**src/logic/microstepper_pkg.sv**
```systemverilog
package microstepper_pkg;

    // ##############################
    // widths
    // ##############################

    localparam int PHASE_W   = 8;
    localparam int MAG_W     = 8;
    localparam int INDEX_W   = 6;
    localparam int OFFTIME_W = 10;
    localparam int BLANK_W   = 8;
    localparam int CP_W      = 8;

    localparam int TABLE_DEPTH = 1 << INDEX_W;

    // ##############################
    // electrical phase word
    // ##############################

    // raw count for stepping, quadrant and index for the table lookup
    typedef union packed {
        logic [PHASE_W-1:0] raw;
        struct packed {
            logic [PHASE_W-INDEX_W-1:0] quadrant;
            logic [INDEX_W-1:0]         index;
        } split;
    } phase_t;

    // ##############################
    // quarter-wave sine
    // ##############################

    // 255 * sin((i + 0.5) * pi / 128), sampled mid-step so both folds stay symmetric
    localparam logic [MAG_W-1:0] SINE_TABLE [0:TABLE_DEPTH-1] = '{
        8'd3,   8'd9,   8'd16,  8'd22,  8'd28,  8'd34,  8'd41,  8'd47,
        8'd53,  8'd59,  8'd65,  8'd71,  8'd77,  8'd83,  8'd89,  8'd95,
        8'd100, 8'd106, 8'd112, 8'd117, 8'd123, 8'd128, 8'd134, 8'd139,
        8'd144, 8'd149, 8'd154, 8'd159, 8'd164, 8'd169, 8'd174, 8'd178,
        8'd183, 8'd187, 8'd191, 8'd195, 8'd199, 8'd203, 8'd207, 8'd210,
        8'd214, 8'd217, 8'd220, 8'd223, 8'd226, 8'd229, 8'd232, 8'd234,
        8'd237, 8'd239, 8'd241, 8'd243, 8'd245, 8'd247, 8'd248, 8'd249,
        8'd251, 8'd252, 8'd253, 8'd253, 8'd254, 8'd255, 8'd255, 8'd255
    };

endpackage

```
**src/logic/bridge_driver.sv**
```systemverilog
module bridge_driver import microstepper_pkg::*; (
    input  logic            clk,
    input  logic            resetn,
    input  logic            enable_in,
    input  logic            drive_on_a,
    input  logic            drive_on_b,
    input  logic            neg_a,
    input  logic            neg_b,
    input  logic            config_invert_highside,
    input  logic            config_invert_lowside,
    input  logic [CP_W-1:0] config_chargepump_period,
    output logic            phase_a1_h,
    output logic            phase_a1_l,
    output logic            phase_a2_h,
    output logic            phase_a2_l,
    output logic            phase_b1_h,
    output logic            phase_b1_l,
    output logic            phase_b2_h,
    output logic            phase_b2_l,
    output logic            chargepump_pin
);

    // gate order in every 4-bit vector: {1_h, 1_l, 2_h, 2_l}
    function automatic logic [3:0] leg_gates(
        input logic enable,
        input logic drive,
        input logic neg
    );
        logic [3:0] g;
        if (!enable) begin
            g = 4'b0000;
        end else if (!drive) begin
            // slow decay through both low sides
            g = 4'b0101;
        end else if (neg) begin
            g = 4'b0110;
        end else begin
            g = 4'b1001;
        end
        return g;
    endfunction

    logic [3:0] raw_a;
    logic [3:0] raw_b;
    logic [3:0] inv_mask;
    logic [3:0] gates_a;
    logic [3:0] gates_b;
    logic [CP_W-1:0] cp_cnt;
    logic            cp_wrap;

    assign raw_a    = leg_gates(enable_in, drive_on_a, neg_a);
    assign raw_b    = leg_gates(enable_in, drive_on_b, neg_b);
    assign inv_mask = {config_invert_highside, config_invert_lowside,
                       config_invert_highside, config_invert_lowside};

    // in reset the bridge sits in the disabled state, polarity options still honored
    always_ff @(posedge clk) begin
        if (!resetn) begin
            gates_a <= inv_mask;
            gates_b <= inv_mask;
        end else begin
            gates_a <= raw_a ^ inv_mask;
            gates_b <= raw_b ^ inv_mask;
        end
    end

    assign {phase_a1_h, phase_a1_l, phase_a2_h, phase_a2_l} = gates_a;
    assign {phase_b1_h, phase_b1_l, phase_b2_h, phase_b2_l} = gates_b;

    // ##############################
    // charge pump
    // ##############################

    // a period of 0 behaves as 1
    assign cp_wrap = ((cp_cnt + CP_W'(1)) >= config_chargepump_period);

    always_ff @(posedge clk) begin
        if (!resetn) begin
            cp_cnt         <= '0;
            chargepump_pin <= 1'b0;
        end else if (cp_wrap) begin
            cp_cnt         <= '0;
            chargepump_pin <= ~chargepump_pin;
        end else begin
            cp_cnt <= cp_cnt + CP_W'(1);
        end
    end

endmodule

```
**src/logic/coil_chopper.sv**
```systemverilog
module coil_chopper import microstepper_pkg::*; (
    input  logic                 clk,
    input  logic                 resetn,
    input  logic                 enable_in,
    input  logic                 cmp,
    input  logic [OFFTIME_W-1:0] config_offtime,
    input  logic [BLANK_W-1:0]   config_blanktime,
    output logic                 drive_on
);

    // comparator comes straight from the analog side
    logic cmp_s1;
    logic cmp_s2;

    logic                 off_state;
    logic [BLANK_W-1:0]   blank_cnt;
    logic [OFFTIME_W-1:0] off_cnt;
    logic                 blank_done;
    logic                 off_done;

    always_ff @(posedge clk) begin
        if (!resetn) begin
            cmp_s1 <= 1'b0;
            cmp_s2 <= 1'b0;
        end else begin
            cmp_s1 <= cmp;
            cmp_s2 <= cmp_s1;
        end
    end

    // >= so that a setting lowered mid-count still ends the phase
    assign blank_done = (blank_cnt >= config_blanktime);
    assign off_done   = ((off_cnt + OFFTIME_W'(1)) >= config_offtime);

    // ##############################
    // on / off-time FSM
    // ##############################

    always_ff @(posedge clk) begin
        if (!resetn) begin
            off_state <= 1'b0;
            blank_cnt <= '0;
            off_cnt   <= '0;
        end else if (!enable_in) begin
            off_state <= 1'b0;
            blank_cnt <= '0;
            off_cnt   <= '0;
        end else if (off_state) begin
            if (off_done) begin
                off_state <= 1'b0;
                blank_cnt <= '0;
            end else begin
                off_cnt <= off_cnt + OFFTIME_W'(1);
            end
        end else if (!blank_done) begin
            // bridge switching noise, comparator not trusted yet
            blank_cnt <= blank_cnt + BLANK_W'(1);
        end else if (cmp_s2) begin
            off_state <= 1'b1;
            off_cnt   <= '0;
        end
    end

    assign drive_on = ~off_state;

endmodule

```
**src/logic/current_table.sv**
```systemverilog
module current_table import microstepper_pkg::*; (
    input  logic             clk,
    input  logic             resetn,
    input  phase_t           phase,
    output logic [MAG_W-1:0] mag_a,
    output logic [MAG_W-1:0] mag_b,
    output logic             neg_a,
    output logic             neg_b
);

    logic [INDEX_W-1:0] idx_fwd;
    logic [INDEX_W-1:0] idx_rev;
    logic               fold;

    assign idx_fwd = phase.split.index;
    assign idx_rev = INDEX_W'(TABLE_DEPTH - 1) - phase.split.index;

    // odd quadrants walk the quarter wave backwards for coil A
    assign fold = phase.split.quadrant[0];

    // ##############################
    // magnitudes
    // ##############################

    // coil A is the sine, coil B the cosine, so their folds are swapped
    always_ff @(posedge clk) begin
        mag_a <= SINE_TABLE[fold ? idx_rev : idx_fwd];
        mag_b <= SINE_TABLE[fold ? idx_fwd : idx_rev];
    end

    // ##############################
    // signs
    // ##############################

    // sine is negative in quadrants 2 and 3, cosine in 1 and 2
    always_ff @(posedge clk) begin
        if (!resetn) begin
            neg_a <= 1'b0;
            neg_b <= 1'b0;
        end else begin
            neg_a <= phase.split.quadrant[1];
            neg_b <= phase.split.quadrant[1] ^ phase.split.quadrant[0];
        end
    end

endmodule

```
**src/logic/microstepper_top.sv**
```systemverilog
module microstepper_top import microstepper_pkg::*; (
    input  logic                 clk,
    input  logic                 resetn,
    input  logic                 step,
    input  logic                 dir,
    input  logic                 enable_in,
    input  logic                 analog_cmp_a,
    input  logic                 analog_cmp_b,
    input  logic [OFFTIME_W-1:0] config_offtime,
    input  logic [BLANK_W-1:0]   config_blanktime,
    input  logic [CP_W-1:0]      config_chargepump_period,
    input  logic                 config_invert_highside,
    input  logic                 config_invert_lowside,
    output logic                 phase_a1_h,
    output logic                 phase_a1_l,
    output logic                 phase_a2_h,
    output logic                 phase_a2_l,
    output logic                 phase_b1_h,
    output logic                 phase_b1_l,
    output logic                 phase_b2_h,
    output logic                 phase_b2_l,
    output logic                 analog_out_a,
    output logic                 analog_out_b,
    output logic                 chargepump_pin,
    output logic [PHASE_W-1:0]   position
);

    phase_t           phase;
    logic [MAG_W-1:0] mag_a;
    logic [MAG_W-1:0] mag_b;
    logic             neg_a;
    logic             neg_b;
    logic             drive_on_a;
    logic             drive_on_b;

    assign position = phase.raw;

    // ##############################
    // phase and current setpoints
    // ##############################

    step_input step_input_i (
        .clk    (clk),
        .resetn (resetn),
        .step   (step),
        .dir    (dir),
        .phase  (phase)
    );

    current_table current_table_i (
        .clk    (clk),
        .resetn (resetn),
        .phase  (phase),
        .mag_a  (mag_a),
        .mag_b  (mag_b),
        .neg_a  (neg_a),
        .neg_b  (neg_b)
    );

    pwm_dac pwm_dac_a (
        .clk    (clk),
        .resetn (resetn),
        .mag    (mag_a),
        .pwm    (analog_out_a)
    );

    pwm_dac pwm_dac_b (
        .clk    (clk),
        .resetn (resetn),
        .mag    (mag_b),
        .pwm    (analog_out_b)
    );

    // ##############################
    // current regulation and bridges
    // ##############################

    coil_chopper coil_chopper_a (
        .clk              (clk),
        .resetn           (resetn),
        .enable_in        (enable_in),
        .cmp              (analog_cmp_a),
        .config_offtime   (config_offtime),
        .config_blanktime (config_blanktime),
        .drive_on         (drive_on_a)
    );

    coil_chopper coil_chopper_b (
        .clk              (clk),
        .resetn           (resetn),
        .enable_in        (enable_in),
        .cmp              (analog_cmp_b),
        .config_offtime   (config_offtime),
        .config_blanktime (config_blanktime),
        .drive_on         (drive_on_b)
    );

    bridge_driver bridge_driver_i (
        .clk                      (clk),
        .resetn                   (resetn),
        .enable_in                (enable_in),
        .drive_on_a               (drive_on_a),
        .drive_on_b               (drive_on_b),
        .neg_a                    (neg_a),
        .neg_b                    (neg_b),
        .config_invert_highside   (config_invert_highside),
        .config_invert_lowside    (config_invert_lowside),
        .config_chargepump_period (config_chargepump_period),
        .phase_a1_h               (phase_a1_h),
        .phase_a1_l               (phase_a1_l),
        .phase_a2_h               (phase_a2_h),
        .phase_a2_l               (phase_a2_l),
        .phase_b1_h               (phase_b1_h),
        .phase_b1_l               (phase_b1_l),
        .phase_b2_h               (phase_b2_h),
        .phase_b2_l               (phase_b2_l),
        .chargepump_pin           (chargepump_pin)
    );

endmodule

```
**src/logic/pwm_dac.sv**
```systemverilog
module pwm_dac import microstepper_pkg::*; (
    input  logic             clk,
    input  logic             resetn,
    input  logic [MAG_W-1:0] mag,
    output logic             pwm
);

    // free-running, one period is 256 cycles
    logic [MAG_W-1:0] cnt;

    always_ff @(posedge clk) begin
        if (!resetn) begin
            cnt <= '0;
        end else begin
            cnt <= cnt + MAG_W'(1);
        end
    end

    // high for exactly mag cycles per period, the RC filter does the rest
    always_ff @(posedge clk) begin
        if (!resetn) begin
            pwm <= 1'b0;
        end else begin
            pwm <= (cnt < mag);
        end
    end

endmodule

```
**src/logic/step_input.sv**
```systemverilog
module step_input import microstepper_pkg::*; (
    input  logic   clk,
    input  logic   resetn,
    input  logic   step,
    input  logic   dir,
    output phase_t phase
);

    // two-flop synchronizers plus one extra stage on step for the edge
    logic step_s1;
    logic step_s2;
    logic step_s3;
    logic dir_s1;
    logic dir_s2;

    // registered edge and the direction that goes with it
    logic step_pulse;
    logic step_fwd;

    always_ff @(posedge clk) begin
        if (!resetn) begin
            step_s1 <= 1'b0;
            step_s2 <= 1'b0;
            step_s3 <= 1'b0;
            dir_s1  <= 1'b0;
            dir_s2  <= 1'b0;
        end else begin
            step_s1 <= step;
            step_s2 <= step_s1;
            step_s3 <= step_s2;
            dir_s1  <= dir;
            dir_s2  <= dir_s1;
        end
    end

    always_ff @(posedge clk) begin
        if (!resetn) begin
            step_pulse <= 1'b0;
            step_fwd   <= 1'b0;
        end else begin
            step_pulse <= step_s2 & ~step_s3;
            step_fwd   <= dir_s2;
        end
    end

    // wraps modulo 256 in both directions
    always_ff @(posedge clk) begin
        if (!resetn) begin
            phase.raw <= '0;
        end else if (step_pulse) begin
            phase.raw <= step_fwd ? phase.raw + PHASE_W'(1) : phase.raw - PHASE_W'(1);
        end
    end

endmodule

```
**config.mk**
```make
export PLATFORM = sky130hd
export DESIGN_NAME = microstepper_top
export DESIGN_NICKNAME = d
export VERILOG_FILES = /design/src/logic/microstepper_pkg.sv /design/src/logic/bridge_driver.sv /design/src/logic/coil_chopper.sv /design/src/logic/current_table.sv /design/src/logic/microstepper_top.sv /design/src/logic/pwm_dac.sv /design/src/logic/step_input.sv
export SDC_FILE = /design/constraint.sdc
export NUM_CORES = 1
export LEC_CHECK = 0
export BUFFER_PORTS_ARGS = -buffer_cell sky130_fd_sc_hd__buf_2
export CAP_MARGIN = 20
export CORE_UTILIZATION = 41
export CTS_CLUSTER_DIAMETER = 40
export CTS_CLUSTER_SIZE = 20
export DETAILED_ROUTE_END_ITERATION = 8
export REMOVE_ABC_BUFFERS = 1
export SLEW_MARGIN = 10
export SYNTH_ARGS = -nofsm -noshare
export SYNTH_HDL_FRONTEND = slang
export SYNTH_SLANG_ARGS = --single-unit
export TNS_END_PERCENT = 100
```
**constraint.sdc**
```tcl
create_clock -name clk -period 2.8 [get_ports clk]
set_clock_uncertainty 0.2 [all_clocks]
set_input_delay 0.28 -clock clk [delete_from_list [all_inputs] [get_ports clk]]
set_output_delay 0.28 -clock clk [all_outputs]
set_load 0.005 [all_outputs]
```
* Yosys cells after proc, flatten, opt, wreduce, memory -nomap -nowiden
Memories as Yosys holds them, arrays and structs flattened. A register that Yosys moved wholly into a read port is not among the register bits.
Cells that the tools add are included.
** Storage, ports and cells
- Register bits after elaboration :: 94
- Memory bits (read-only) :: 1024
- Bits of input ports :: 35
- Output and inout port bits :: 19
- Memories kept :: 2
** Memory list
- (no name shown) :: words 64, width 8, rd ports 1, clocked after memory_dff 1, wr ports 0, line current_table.sv:27 : mag_a <= SINE_TABLE[fold ? idx_rev : idx_fwd];
- (no name shown) :: words 64, width 8, rd ports 1, clocked after memory_dff 1, wr ports 0, line current_table.sv:28 : mag_b <= SINE_TABLE[fold ? idx_fwd : idx_rev];
** Operators by class
- Add/sub/neg operators :: 10
- $lt $le $gt $ge :: 7
- Eq/ne operators :: 6
- Multiplexer cells :: 33
- Bitwise operators :: 9
- Reductions and logical operators :: 10
** Operator list (number)
- 10-bit 2-to-1 mux :: 8
- 8-bit 2-to-1 mux :: 7
- 8-bit by 1-bit adder with 8-bit output, second input constant :: 6
- 4-bit 2-to-1 mux :: 8
- 8-bit greater-or-equal comparator :: 3
- 10-bit by 1-bit adder with 10-bit output, second input constant :: 2
- 10-bit greater-or-equal comparator :: 2
- 8-bit < comparator :: 2
- 6-bit inverter with 7-bit output :: 2
- 6-bit 2-to-1 mux :: 2
- 1-bit 2-to-1 mux :: 8
- 2-bit inequality test, second input constant :: 4
- 2-bit nonzero test :: 4
- 8-bit by 1-bit subtractor with 8-bit output, second input constant :: 1
- 4-bit bitwise XOR :: 2
- 2-bit AND reduction :: 3
- 3-bit AND reduction :: 2
- 6-bit subtractor, first input constant :: 1
- 2-bit by 1-bit inequality test with 1-bit output, second input constant :: 2
- 1-bit inverter :: 3
- 2-bit OR reduction :: 1
- 1-bit AND :: 1
- 1-bit bitwise XOR :: 1

* Logic depth before layout (Yosys ltp)
Gate-level depths: netlist of the first run.
- Depth in word-level cells :: 5
- Mapped depth :: 13

* By module
A second synthesis of the first run with hierarchy kept.
** Unflattened totals
- Cell total of the unflattened synthesis :: 952
- Area, all modules :: 7847.5 um^2
** Modules (own cells, without submodules)
- coil_chopper :: times used 2, cells each 178, area an instance 1466.4 um^2, sequential area each 420.4 um^2
- current_table :: times used 1, cells each 314, area an instance 2252.2 um^2, sequential area each 360.3 um^2
- pwm_dac :: times used 2, cells each 56, area an instance 499.2 um^2, sequential area each 180.2 um^2
- bridge_driver :: times used 1, cells each 88, area an instance 862.1 um^2, sequential area each 340.3 um^2
- step_input :: times used 1, cells each 82, area an instance 802.0 um^2, sequential area each 300.3 um^2

* Worst setup path before layout of the first run
OpenSTA, ideal clock, no wires.
- Path type :: register -> register
- Start :: register step_input_i.phase[6] in the netlist's numbering
- End :: register current_table_i.mag_a[2]
- Library setup time :: 114 ps
- Arrival time :: 2718 ps
- Data required time :: 2486 ps
- Slack :: -232 ps
- Cell stages (with the launch flop) :: 13
- Period minus slack after synthesis :: 3032 ps
- Path through :: dfxtp_1 buf_2 buf_2 xnor2_1 clkbuf_1 inv_1 ha_1 or3b_2 a31oi_1 a21oi_1 o21ai_0 a21oi_1 a21o_1
** On the way
- Cells in the longest elaborated chain, start to end :: 2
** Ends and longest elaborated chain
- start, declared :: line step_input.sv:6 : output phase_t phase
- 6-bit 2-to-1 mux :: line current_table.sv:27
- 6-bit inverter with 7-bit output :: line current_table.sv:27
- end, declared :: line current_table.sv:5 : output logic [MAG_W-1:0] mag_a,
No other way between the ends.
A chain may end at the register's enable or synchronous reset.

* Worst setup path in the final report of the first run
- Start :: register coil_chopper_a.off_cnt[0]
- End :: register coil_chopper_a.off_cnt[3]
** On the way
- Cells in the longest elaborated chain, start to end :: 4
- Elaborated cells on any way between the ends :: 6
- Classes of those cells :: add/sub: 1; order compare: 1; eq/ne: 1; mux: 2; reduce/logical: 1
** Ends and longest elaborated chain
- start, declared :: line coil_chopper.sv:17 : logic [OFFTIME_W-1:0] off_cnt;
- start signal, assigned :: line coil_chopper.sv:53 : off_cnt <= off_cnt + OFFTIME_W'(1);
- 10-bit by 1-bit adder with 10-bit output (*) :: line coil_chopper.sv:33, coil_chopper.sv:53
- 10-bit greater-or-equal comparator :: line coil_chopper.sv:33 : assign off_done = ((off_cnt + OFFTIME_W'(1)) >= config_offtime);
- 2-bit inequality test (no line)
- 3-bit AND reduction (no line)
Mark *: on every way between the ends. The rest lies on a longest branch, timed or not. The select of a mux whose other input is x is not followed.

==> results.py, run 1 <==
metrics = {
    "status": {
        "status": "finished with violations",
        "violations": "setup timing",
    },
    "logic_synthesis": {
        "ys_seq_area_share_pct": 30.1,
        "yosysWarnings": 0,
        "ys.flop_type": "dfxtp_1",
        "ys_ff_latch": 110,
        "synth_edf_count": 0,
        "syn_avg_cell_area_sq_um": 8.25,
        "synth_cell_types": 69,
        "post-synth-top-count-cell": "dfxtp_1",
        "async_flop_share_pct": 0,
        "syn-instance-count": 887,
        "syn-cell-area_sq_um": 7320,
        "ys_top_cells_by_count": "dfxtp_1 (110), ha_1 (83), nand2_1 (70)",
        "yosysTopAreaCell": "dfxtp_1",
        "synth_top_area_share_pct": 30.1,
        "synthTopCellsByArea": "dfxtp_1 (30%), ha_1 (14%), xnor2_1 (5.6%)",
    },
    "placed_design": {
        "hpwl_microns": 12400,
        "placed_area_sq_um": 8150,
        "dp.cells": 1180,
        "dp_slack_ns": -0.252,
        "place.gp.congestion": 0.842,
        "port_buffers": 53,
    },
    "critical_path": {
        "rrSetupSlack_ns": -0.0003,
        "start_kind": "register",
        "cp_data_required_time_ns": 2.90,
        "worst-r2r-cell-count": 12,
        "crit_start": "coil_chopper_a.off_cnt[0]",
        "r2r_start": "coil_chopper_a.off_cnt[0]",
        "crit_end": "coil_chopper_a.off_cnt[3]",
        "critPathCaptureType": "register",
        "crit_type": "reg2reg",
        "r2r_end": "coil_chopper_a.off_cnt[3]",
        "critical_path.max_fanout": 7,
        "arrival_ns": 2.90,
    },
    "global_route": {
        "grt_pass1_wl_microns": 28500,
        "grt_start_max_net_pins": 43,
        "grt_pass1_vias": 5985,
        "grt_usage_pct": 19.3,
        "antenna_found_initial": 0,
        "grt_overflow": 0,
    },
    "routing": {
        "drcViolationCount": 0,
        "vias": 6415,
        "ant_nets": 0,
        "wl_per_cell_microns": 14.1,
        "dr.pass1.iters": 5,
        "postRouteWirelength_microns": 17100,
        "vias_per_cell": 5.31,
        "drtIter0Drc": 270,
    },
    "clock_network": {
        "clock-sinks": 110,
        "cts_tree": "yes",
        "clock_latency_ns": 0.36,
        "cts_made_buffers": 9,
        "cts_max_path_buffers": 2,
        "cts-root-buf": "clkbuf_16",
        "htree_levels": 3,
        "clkTransAtPathRegs_ns": 0.08,
    },
    "floorplanning": {
        "die_w_microns": 136,
        "fp.coreArea_sq_um": 17400,
        "dieArea_sq_um": 18400,
        "rows": 48,
        "num_io_pins": 54,
        "initial_core_util_pct": 42.2,
        "die-height_microns": 136,
    },
    "final_layout": {
        "fillers": 1655,
        "regArea_sq_um": 2220,
        "area_delta_synth_final_pct": 21.4,
        "layoutNonFillerInstCount": 1208,
        "drive_gt1_share_pct": 21.5,
        "n_antenna_cell": 0,
        "nets": 1097,
        "postLayoutCellArea_sq_um": 8880,
        "multi_input_area_sq_um": 5060,
    },
    "timing": {
        "hold_ws_ns": 0.0171,
        "maxSlewHeadroom_pct": 46.4,
        "slew_violations": 0,
        "finalCriticalPeriod_ns": 2.80,
        "finalHoldViolCount": 0,
        "max_freq_ghz": 0.357,
        "finalSetupViolCount": 1,
        "worstMarginPinSlew_ns": 0.798,
        "fin_crit_sh_pct": 100,
        "fin_ws_ns": -0.000338,
        "rsz0062_at_grt": "yes",
    },
    "hold_path": {
        "hp-start": "config_invert_highside",
        "hold_path_class": "in2reg",
    },
    "flow_run": {
        "drv_cap": 0,
    },
    "power": {
        "p_leak_nw": 4.03,
        "peakVddDrop_mv": 0.308,
        "power_density_nw_per_um2": 415,
    },
}
[cell families (layout without fill, tap and decap cells)]
| logic type | count (synthesis) | count (layout) | synth area share, % |
|---|---|---|---|
| compound gates | 218 | 218 | 18.9 |
| flops | 110 | 110 | 30.1 |
| buf+inv | 98 | 194 | 5.32 |
| xor+xnor | 70 | 70 | 8.38 |
| simple gates | 295 | 295 | 20.7 |
| fa+ha+maj | 84 | 84 | 14.5 |
| mux | 12 | 12 | 2.15 |
[per-layer routing]
layer | global-route usage (%) | vias up | share of wire (%)
li1 | - | 3318 | -
met1 | 25.5 | 2987 | 49
met2 | 32.3 | 94 | 47
met3 | 3.70 | 16 | 3.0
met4 | 4.00 | 0 | 0.94
met5 | 0 | - | 0
[sequential cells by signal, summed over array words and instances (netlist names), 4 cells and up]
| name | cells |
|---|---|
| bridge_driver_i.cp_cnt | 8 |
| coil_chopper_b.blank_cnt | 8 |
| current_table_i.mag_b | 8 |
| step_input_i.phase | 8 |
| bridge_driver_i.gates_a | 4 |
| current_table_i.mag_a | 8 |
| coil_chopper_a.off_cnt | 10 |
| bridge_driver_i.gates_b | 4 |
| coil_chopper_a.blank_cnt | 8 |
| coil_chopper_b.off_cnt | 10 |
| pwm_dac_a.cnt | 8 |
| pwm_dac_b.cnt | 8 |
[power breakdown]
part | switching, mW | internal [mW] | total [mW]
combinational | 0.390 | 0.312 | 0.702
clock | 0.638 | 0.651 | 1.29
sequential | 0.0481 | 1.65 | 1.70
total | 1.08 | 2.61 | 3.69
[cells in the final DEF, fill, tap and decap left out, types with 10 or more instances in the layout]
master and instances:
a21o_1 15, a21oi_1 59, and2_1 30, and3_1 13, buf_2 53, buf_4 61, dfxtp_1 105, ha_1 80
inv_1 54, nand2_1 67, nand2b_1 11, nand3_1 39, nand3_2 10, nor2_1 51, nor2b_1 13, nor3_1 15
o211ai_1 12, o21ai_0 40, o21ai_1 13, xnor2_1 40, xor2_1 21
[how the worst min path moves through the flow]
stage                                             to  slack [ns]  cells after the start
after floorplan              step_input_i.step_pulse        0.17                      1
after global placement       step_input_i.step_pulse        0.17                      1
after detailed placement     step_input_i.step_pulse        0.18                      1
after CTS                 bridge_driver_i.gates_b[1]        0.01                      2
after global routing      bridge_driver_i.gates_b[3]        0.02                      2
final                     bridge_driver_i.gates_b[1]        0.02                      2
[area by class of cell]
type | instances | area share [%]
clock inverter | 6 | 0.676
sequential | 110 | 24.9
clock buffer | 10 | 2.69
multi-input combinational | 679 | 56.9
timing repair buffer | 124 | 9.34
tap | 225 | 3.17
inverter | 54 | 2.28
[worst max-delay path, cell delays in order, from the launching register on]
cell and delay, ns:
dfxtp_4 0.37, ha_4 0.14, and3_4 0.18, and3_4 0.20, nand3_4 0.08, xnor2_2 0.15
ha_1 0.31, a21o_1 0.20, a211oi_2 0.19, o21ai_2 0.10, or2_4 0.31, o31ai_4 0.17
a31o_2 0.12
[metrics by stage]
step | util (%) | TNS (ns) | power (mW)
CTS | 49.7 | 0 | 3.72
detailed placement | 47.0 | -3.38 | 2.42
floorplan | - | -7.86 | 2.20
finish | 51.2 | -0.000338 | 3.69
global route | 51.2 | -1.92 | 3.90
global placement | 47.0 | -1.72 | 2.41
[what timing repair did]
item	4_1_cts	5_1_grt
endpoints found under the hold margin	8	0
hold buffers	5	0
gates cloned	1	0
gates resized for setup	26	67
endpoints found under the setup margin	21	37
setup buffers	3	3
pin swaps	8	32
No activity file was read; power rests on OpenSTA's default activity.
==> run 2: changes to the inputs <==
--- a/config.mk
+++ b/config.mk
@@ -15,5 +15,6 @@
 export SLEW_MARGIN = 10
 export SYNTH_ARGS = -nofsm -noshare
 export SYNTH_HDL_FRONTEND = slang
+export SYNTH_HIERARCHICAL = 1
 export SYNTH_SLANG_ARGS = --single-unit
 export TNS_END_PERCENT = 100
==> results.py, run 2 <==
metrics = {
    "global_route": {
        "grt_use_met1_pct": 28.5,
        "grt_util_met2_pct": 33.7,
        "grt_usage_pct": 20.8,
        "met3_usage_pct": 3.83,
        "antenna_found_initial": 0,
        "grt_overflow": 0,
        "grt_pass1_wl_microns": 33500,
        "top_usage_layer": "met2",
        "grt_start_max_net_pins": 35,
        "grt_pass1_vias": 6771,
    },
    "timing": {
        "finalHoldViolCount": 0,
        "rsz0062_at_grt": "yes",
        "tns_ns": -10.17,
        "fin_ws_ns": -0.347,
        "finalSetupViolCount": 38,
        "hold_ws_ns": 0.0984,
        "slew_violations": 0,
        "fin_crit_sh_pct": 112,
        "finalCriticalPeriod_ns": 3.15,
        "maxSlewHeadroom_pct": 59.1,
        "max_freq_ghz": 0.318,
        "worstMarginPinSlew_ns": 0.613,
    },
    "critical_path": {
        "rrSetupSlack_ns": -0.35,
        "start_kind": "register",
        "cp_data_required_time_ns": 2.82,
        "arrival_ns": 3.17,
        "critPathBufInv": 2,
        "cpLargestDelayFamily": "simple AND/OR/NAND/NOR gates",
        "cp_cell_sequence": "nand3_4 > nor2_4 > buf_6 > nand3_4 > xnor2_2 > ha_1 > a211oi_2 > nor2_1 > or4_4 > o21ai_4 > o21a_1 > buf_6 > a311oi_1",
        "crit_type": "reg2reg",
        "crit_path_top_delay_cell": "or4_4",
        "max_stage_delay_ns": 0.58,
        "critPathCaptureType": "register",
        "critical_path.max_fanout": 6,
    },
    "routing": {
        "dr.pass1.iters": 6,
        "postRouteWirelength_microns": 20400,
        "vias_per_cell": 5.54,
        "vias": 7301,
        "drtIter0Drc": 475,
        "ant_nets": 0,
        "wl_per_cell_microns": 15.4,
        "drcViolationCount": 0,
    },
    "clock_network": {
        "clock_latency_ns": 0.35,
        "htree_levels": 3,
        "cts_made_buffers": 9,
        "cts-root-buf": "clkbuf_16",
        "clock-sinks": 110,
        "cts_max_path_buffers": 2,
        "clkTransAtPathRegs_ns": 0.07,
        "cts_tree": "yes",
    },
    "floorplanning": {
        "dieArea_sq_um": 19700,
        "fp.coreArea_sq_um": 18700,
        "num_io_pins": 54,
        "initial_core_util_pct": 42.0,
        "die_w_microns": 140,
        "die-height_microns": 140,
        "rows": 50,
    },
    "placed_design": {
        "placed_area_sq_um": 8810,
        "dp.cells": 1276,
        "dp_slack_ns": -0.456,
        "hpwl_microns": 14300,
        "port_buffers": 53,
        "place.gp.congestion": 0.913,
    },
    "final_layout": {
        "area_delta_synth_final_pct": 25.8,
        "final_cell_mix": "dfxtp_1 (99), ha_1 (84), buf_4 (84), inv_1 (75), a21oi_1 (70)",
        "drive_gt1_share_pct": 25.1,
        "fillers": 1733,
        "top_regs": "coil_chopper_a/off_cnt (10), coil_chopper_b/off_cnt (10)",
        "multi_input_area_sq_um": 5610,
        "regArea_sq_um": 2230,
        "finish.utilization_pct": 52.8,
        "n_antenna_cell": 0,
        "nets": 1205,
        "layoutNonFillerInstCount": 1319,
        "final_common_cell": "dfxtp_1",
        "postLayoutCellArea_sq_um": 9870,
    },
    "logic_synthesis": {
        "ys_ff_latch": 110,
        "syn_avg_cell_area_sq_um": 8.24,
        "yosysTopAreaCell": "dfxtp_1",
        "synth_cell_types": 82,
        "async_flop_share_pct": 0,
        "ys.flop_type": "dfxtp_1",
        "post-synth-top-count-cell": "dfxtp_1",
        "synth_edf_count": 0,
        "syn-cell-area_sq_um": 7850,
        "yosysWarnings": 6,
        "synthTopCellsByArea": "dfxtp_1 (28%), ha_1 (14%), a21oi_1 (4.9%)",
        "ys_seq_area_share_pct": 28.1,
        "ys_top_cells_by_count": "dfxtp_1 (110), ha_1 (89), a21oi_1 (77)",
        "syn-instance-count": 952,
        "synth_top_area_share_pct": 28.1,
    },
    "power": {
        "peakVddDrop_mv": 0.283,
        "power_frac_comb_pct": 19.1,
        "clkPwrFrac_pct": 34.6,
        "power_density_nw_per_um2": 366,
        "p_total_mw": 3.61,
        "power_switching_mw": 1.07,
        "p_leak_nw": 4.26,
        "sw_frac_of_total_pct": 29.7,
        "p_int_mw": 2.54,
        "p_seq_share_pct": 46.3,
    },
    "hold_path": {
        "hold_path_class": "in2reg",
    },
    "flow_run": {
        "drv_cap": 0,
    },
    "status": {
        "violations": "setup timing",
        "status": "finished with violations",
    },
}
## run 2: cell types whose count changed after synthesis, moves of 7 or more
cell and delta:
a21o_1 -11, a21oi_1 +9, a311oi_1 +9, clkbuf_1 -12
inv_1 +21, mux2i_1 +7, nand2_1 -13, nand3_1 -7
o21ai_0 -7, o21ai_1 +7, or3_1 +13, xnor2_1 -27
## run 2: final timing paths
check                                 start  depth (start not counted)                          to
setup / recovery  coil_chopper_b/off_cnt[0]                         13   coil_chopper_b/off_cnt[7]
hold / removal                    enable_in                          3  bridge_driver_i/gates_a[3]
setup reg to reg  coil_chopper_b/off_cnt[0]                         13   coil_chopper_b/off_cnt[7]
hold reg to reg        step_input_i/step_s3                          1     step_input_i/step_pulse
## run 2: cell families after synthesis
family	after synthesis	synth area share, %
adder cells (fa/ha/maj)	90	14.4
buffers and inverters	122	6.52
flip-flops	110	28.1
multiplexers	18	2.38
AO/OA/AOI/OAI	261	22.1
XOR/XNOR	52	6.43
AND/OR/NAND/NOR	299	20.0
## run 2: layout make-up
cell class,instances,area share [%]
clock buffer,11,2.36
multi-input combinational,720,56.8
tap,234,2.97
sequential,110,22.5
timing repair buffer,161,11.9
inverter,78,2.97
clock inverter,5,0.431
## run 2: worst reg2reg max path: stages (launching register included)
cell and delay [ns]:
dfxtp_4 0.39, nand3_4 0.10, nor2_4 0.15, buf_6 0.12, nand3_4 0.08, xnor2_2 0.15, ha_1 0.32, a211oi_2 0.24
nor2_1 0.06, or4_4 0.58, o21ai_4 0.20, o21a_1 0.20, buf_6 0.14, a311oi_1 0.09
## run 2: repair_timing
item	in CTS	in global routing
setup buffers	9	9
hold endpoints to repair	11	0
resized for setup	65	61
pin swaps	45	49
setup endpoints to repair	38	38
gates cloned	1	2
hold buffers	6	0
## run 2: power groups by stage
stage                     sequential, mW  clock [mW]  combinational (mW)
after floorplan                     1.72           0               0.428
final                               1.67        1.25               0.689
after CTS                           1.68        1.30               0.678
after detailed placement            1.72           0               0.664
after global placement              1.71           0               0.660
after global routing                1.68        1.35               0.773
## run 2: routing by layer
layer | up-vias | wire, microns | share of wire (%)
met1 | 3394 | 9550 | 47
met4 | 0 | 233 | 1.1
met2 | 200 | 9570 | 47
li1 | 3684 | - | -
met5 | - | 0 | 0
met3 | 23 | 1010 | 5.0
==> run 3: changes to the inputs <==
--- a/config.mk
+++ b/config.mk
@@ -12,6 +12,7 @@
 export CTS_CLUSTER_SIZE = 20
 export DETAILED_ROUTE_END_ITERATION = 8
 export REMOVE_ABC_BUFFERS = 1
+export SKIP_LAST_GASP = 1
 export SLEW_MARGIN = 10
 export SYNTH_ARGS = -nofsm -noshare
 export SYNTH_HDL_FRONTEND = slang
==> results.py, run 3 (synthesis results as in run 2) <==
metrics = {
    "critical_path": {
        "crit_type": "reg2reg",
        "cp_data_required_time_ns": 2.82,
        "crit_path_top_delay_cell": "or4_4",
        "arrival_ns": 3.17,
        "critical_path.max_fanout": 6,
        "start_kind": "register",
        "max_stage_delay_ns": 0.58,
        "cp_cell_sequence": "nand3_4 > nor2_4 > buf_6 > nand3_4 > xnor2_2 > ha_1 > a211oi_2 > nor2_1 > or4_4 > o21ai_4 > o21a_1 > buf_6 > a311oi_1",
        "critPathCaptureType": "register",
    },
    "global_route": {
        "antenna_found_initial": 0,
        "grt_pass1_vias": 6775,
        "grt_usage_pct": 20.8,
        "grt_pass1_wl_microns": 33500,
        "grt_start_max_net_pins": 35,
        "grt_overflow": 0,
    },
    "power": {
        "clkPwrFrac_pct": 34.6,
        "p_total_mw": 3.61,
        "p_int_mw": 2.54,
        "power_density_nw_per_um2": 366,
        "p_leak_nw": 4.27,
        "sw_frac_of_total_pct": 29.7,
        "peakVddDrop_mv": 0.282,
        "power_switching_mw": 1.07,
        "power_frac_comb_pct": 19.1,
        "p_seq_share_pct": 46.3,
    },
    "clock_network": {
        "cts_max_path_buffers": 2,
        "cts_made_buffers": 9,
        "clock-sinks": 110,
        "clkTransAtPathRegs_ns": 0.07,
        "cts_tree": "yes",
        "htree_levels": 3,
        "cts-root-buf": "clkbuf_16",
        "clock_latency_ns": 0.35,
    },
    "final_layout": {
        "area_delta_synth_final_pct": 26.0,
        "layoutNonFillerInstCount": 1320,
        "drive_gt1_share_pct": 25.1,
        "n_antenna_cell": 0,
        "top_regs": "coil_chopper_a/off_cnt (10), coil_chopper_b/off_cnt (10)",
        "fillers": 1729,
        "nets": 1206,
        "final_cell_mix": "dfxtp_1 (99), buf_4 (86), ha_1 (84), inv_1 (75), a21oi_1 (71)",
        "final_common_cell": "dfxtp_1",
    },
    "placed_design": {
        "dp.cells": 1276,
        "port_buffers": 53,
        "place.gp.congestion": 0.913,
        "hpwl_microns": 14300,
    },
    "routing": {
        "dr.pass1.iters": 5,
        "postRouteWirelength_microns": 20400,
        "vias": 7300,
        "vias_per_cell": 5.53,
        "wl_per_cell_microns": 15.4,
        "drtIter0Drc": 487,
        "drcViolationCount": 0,
        "ant_nets": 0,
    },
    "hold_path": {
        "hold_path_class": "in2reg",
    },
    "timing": {
        "finalHoldViolCount": 0,
        "worstMarginPinSlew_ns": 0.599,
        "finalCriticalPeriod_ns": 3.15,
        "max_freq_ghz": 0.318,
        "fin_crit_sh_pct": 112,
        "maxSlewHeadroom_pct": 59.8,
        "slew_violations": 0,
        "tns_ns": -10.36,
        "finalSetupViolCount": 38,
        "fin_ws_ns": -0.346,
        "rsz0062_at_grt": "yes",
    },
    "status": {
        "status": "finished with violations",
        "violations": "setup timing",
    },
    "floorplanning": {
        "num_io_pins": 54,
        "fp.coreArea_sq_um": 18700,
        "initial_core_util_pct": 42.0,
        "die-height_microns": 140,
        "dieArea_sq_um": 19700,
        "rows": 50,
        "die_w_microns": 140,
    },
    "flow_run": {
        "drv_cap": 0,
    },
}
run 3: changes by cell type in the layout (fill, tap and decap cells not counted), sizes merged:
cell  delta
buf      +1
run 3: final timing paths:
kind                              from                          to  slack, ns  cells past startpoint
max          coil_chopper_b/off_cnt[0]   coil_chopper_b/off_cnt[7]      -0.35                     13
max reg2reg  coil_chopper_b/off_cnt[0]   coil_chopper_b/off_cnt[7]      -0.35                     13
min                          enable_in  bridge_driver_i/gates_a[3]        0.1                      3
min reg2reg       step_input_i/step_s3     step_input_i/step_pulse       0.19                      1
run 3: power groups by stage:
stage	Combinational [mW]	Clock, mW	Sequential, mW
2_1_floorplan	0.428	0	1.72
3_3_place_gp	0.660	0	1.71
3_5_place_dp	0.664	0	1.72
4_1_cts	0.678	1.30	1.68
5_1_grt	0.773	1.35	1.68
6_report	0.689	1.25	1.67
run 3: metrics by stage:
step / instance area (sq um) / setup slack, ns / utilization, % / hold slack (ns)
6_report: 9890 / -0.346 / 52.8 / 0.0977
4_1_cts: 9440 / -0.259 / 50.5 / 0.0791
5_1_grt: 9890 / -0.458 / 52.8 / 0.0971
3_5_place_dp: 8810 / -0.456 / 47.1 / 0.178
2_1_floorplan: 7630 / -0.576 / - / 0.167
3_3_place_gp: 8810 / -0.377 / 47.1 / 0.173
run 3: area by class of cell:
cell class	instances	area [sq um]	area share [%]
clock buffer	11	233	2.35
clock inverter	5	42.5	0.430
inverter	78	293	2.96
multi-input combinational	720	5620	56.9
sequential	110	2230	22.5
tap	234	293	2.96
timing repair buffer	162	1180	11.9
run 3: what timing repair did:
action                                 4_1_cts  5_1_grt
gates cloned                                 1        2
hold buffers                                 6        0
setup buffers                                9       11
setup endpoints to repair                   38       38
endpoints found under the hold margin       11        0
pin swaps                                   45       51
resized for setup                           59       66
run 3: critical path: cells and delay by family (launching register included):
| family | cells | cell delay [ns] |
|---|---|---|
| compound gates | 4 | 0.73 |
| fa+ha+maj | 1 | 0.32 |
| flops | 1 | 0.39 |
| buf+inv | 2 | 0.26 |
| xor+xnor | 1 | 0.15 |
| simple gates | 5 | 0.97 |
run 3: layer usage:
metal / wire length [microns] / global-route usage, % / up-vias
li1: - / - / 3692
met1: 9570 / 28.5 / 3395
met2: 9570 / 33.7 / 188
met3: 989 / 3.83 / 25
met4: 243 / 4.45 / 0
met5: 0 / 0 / -
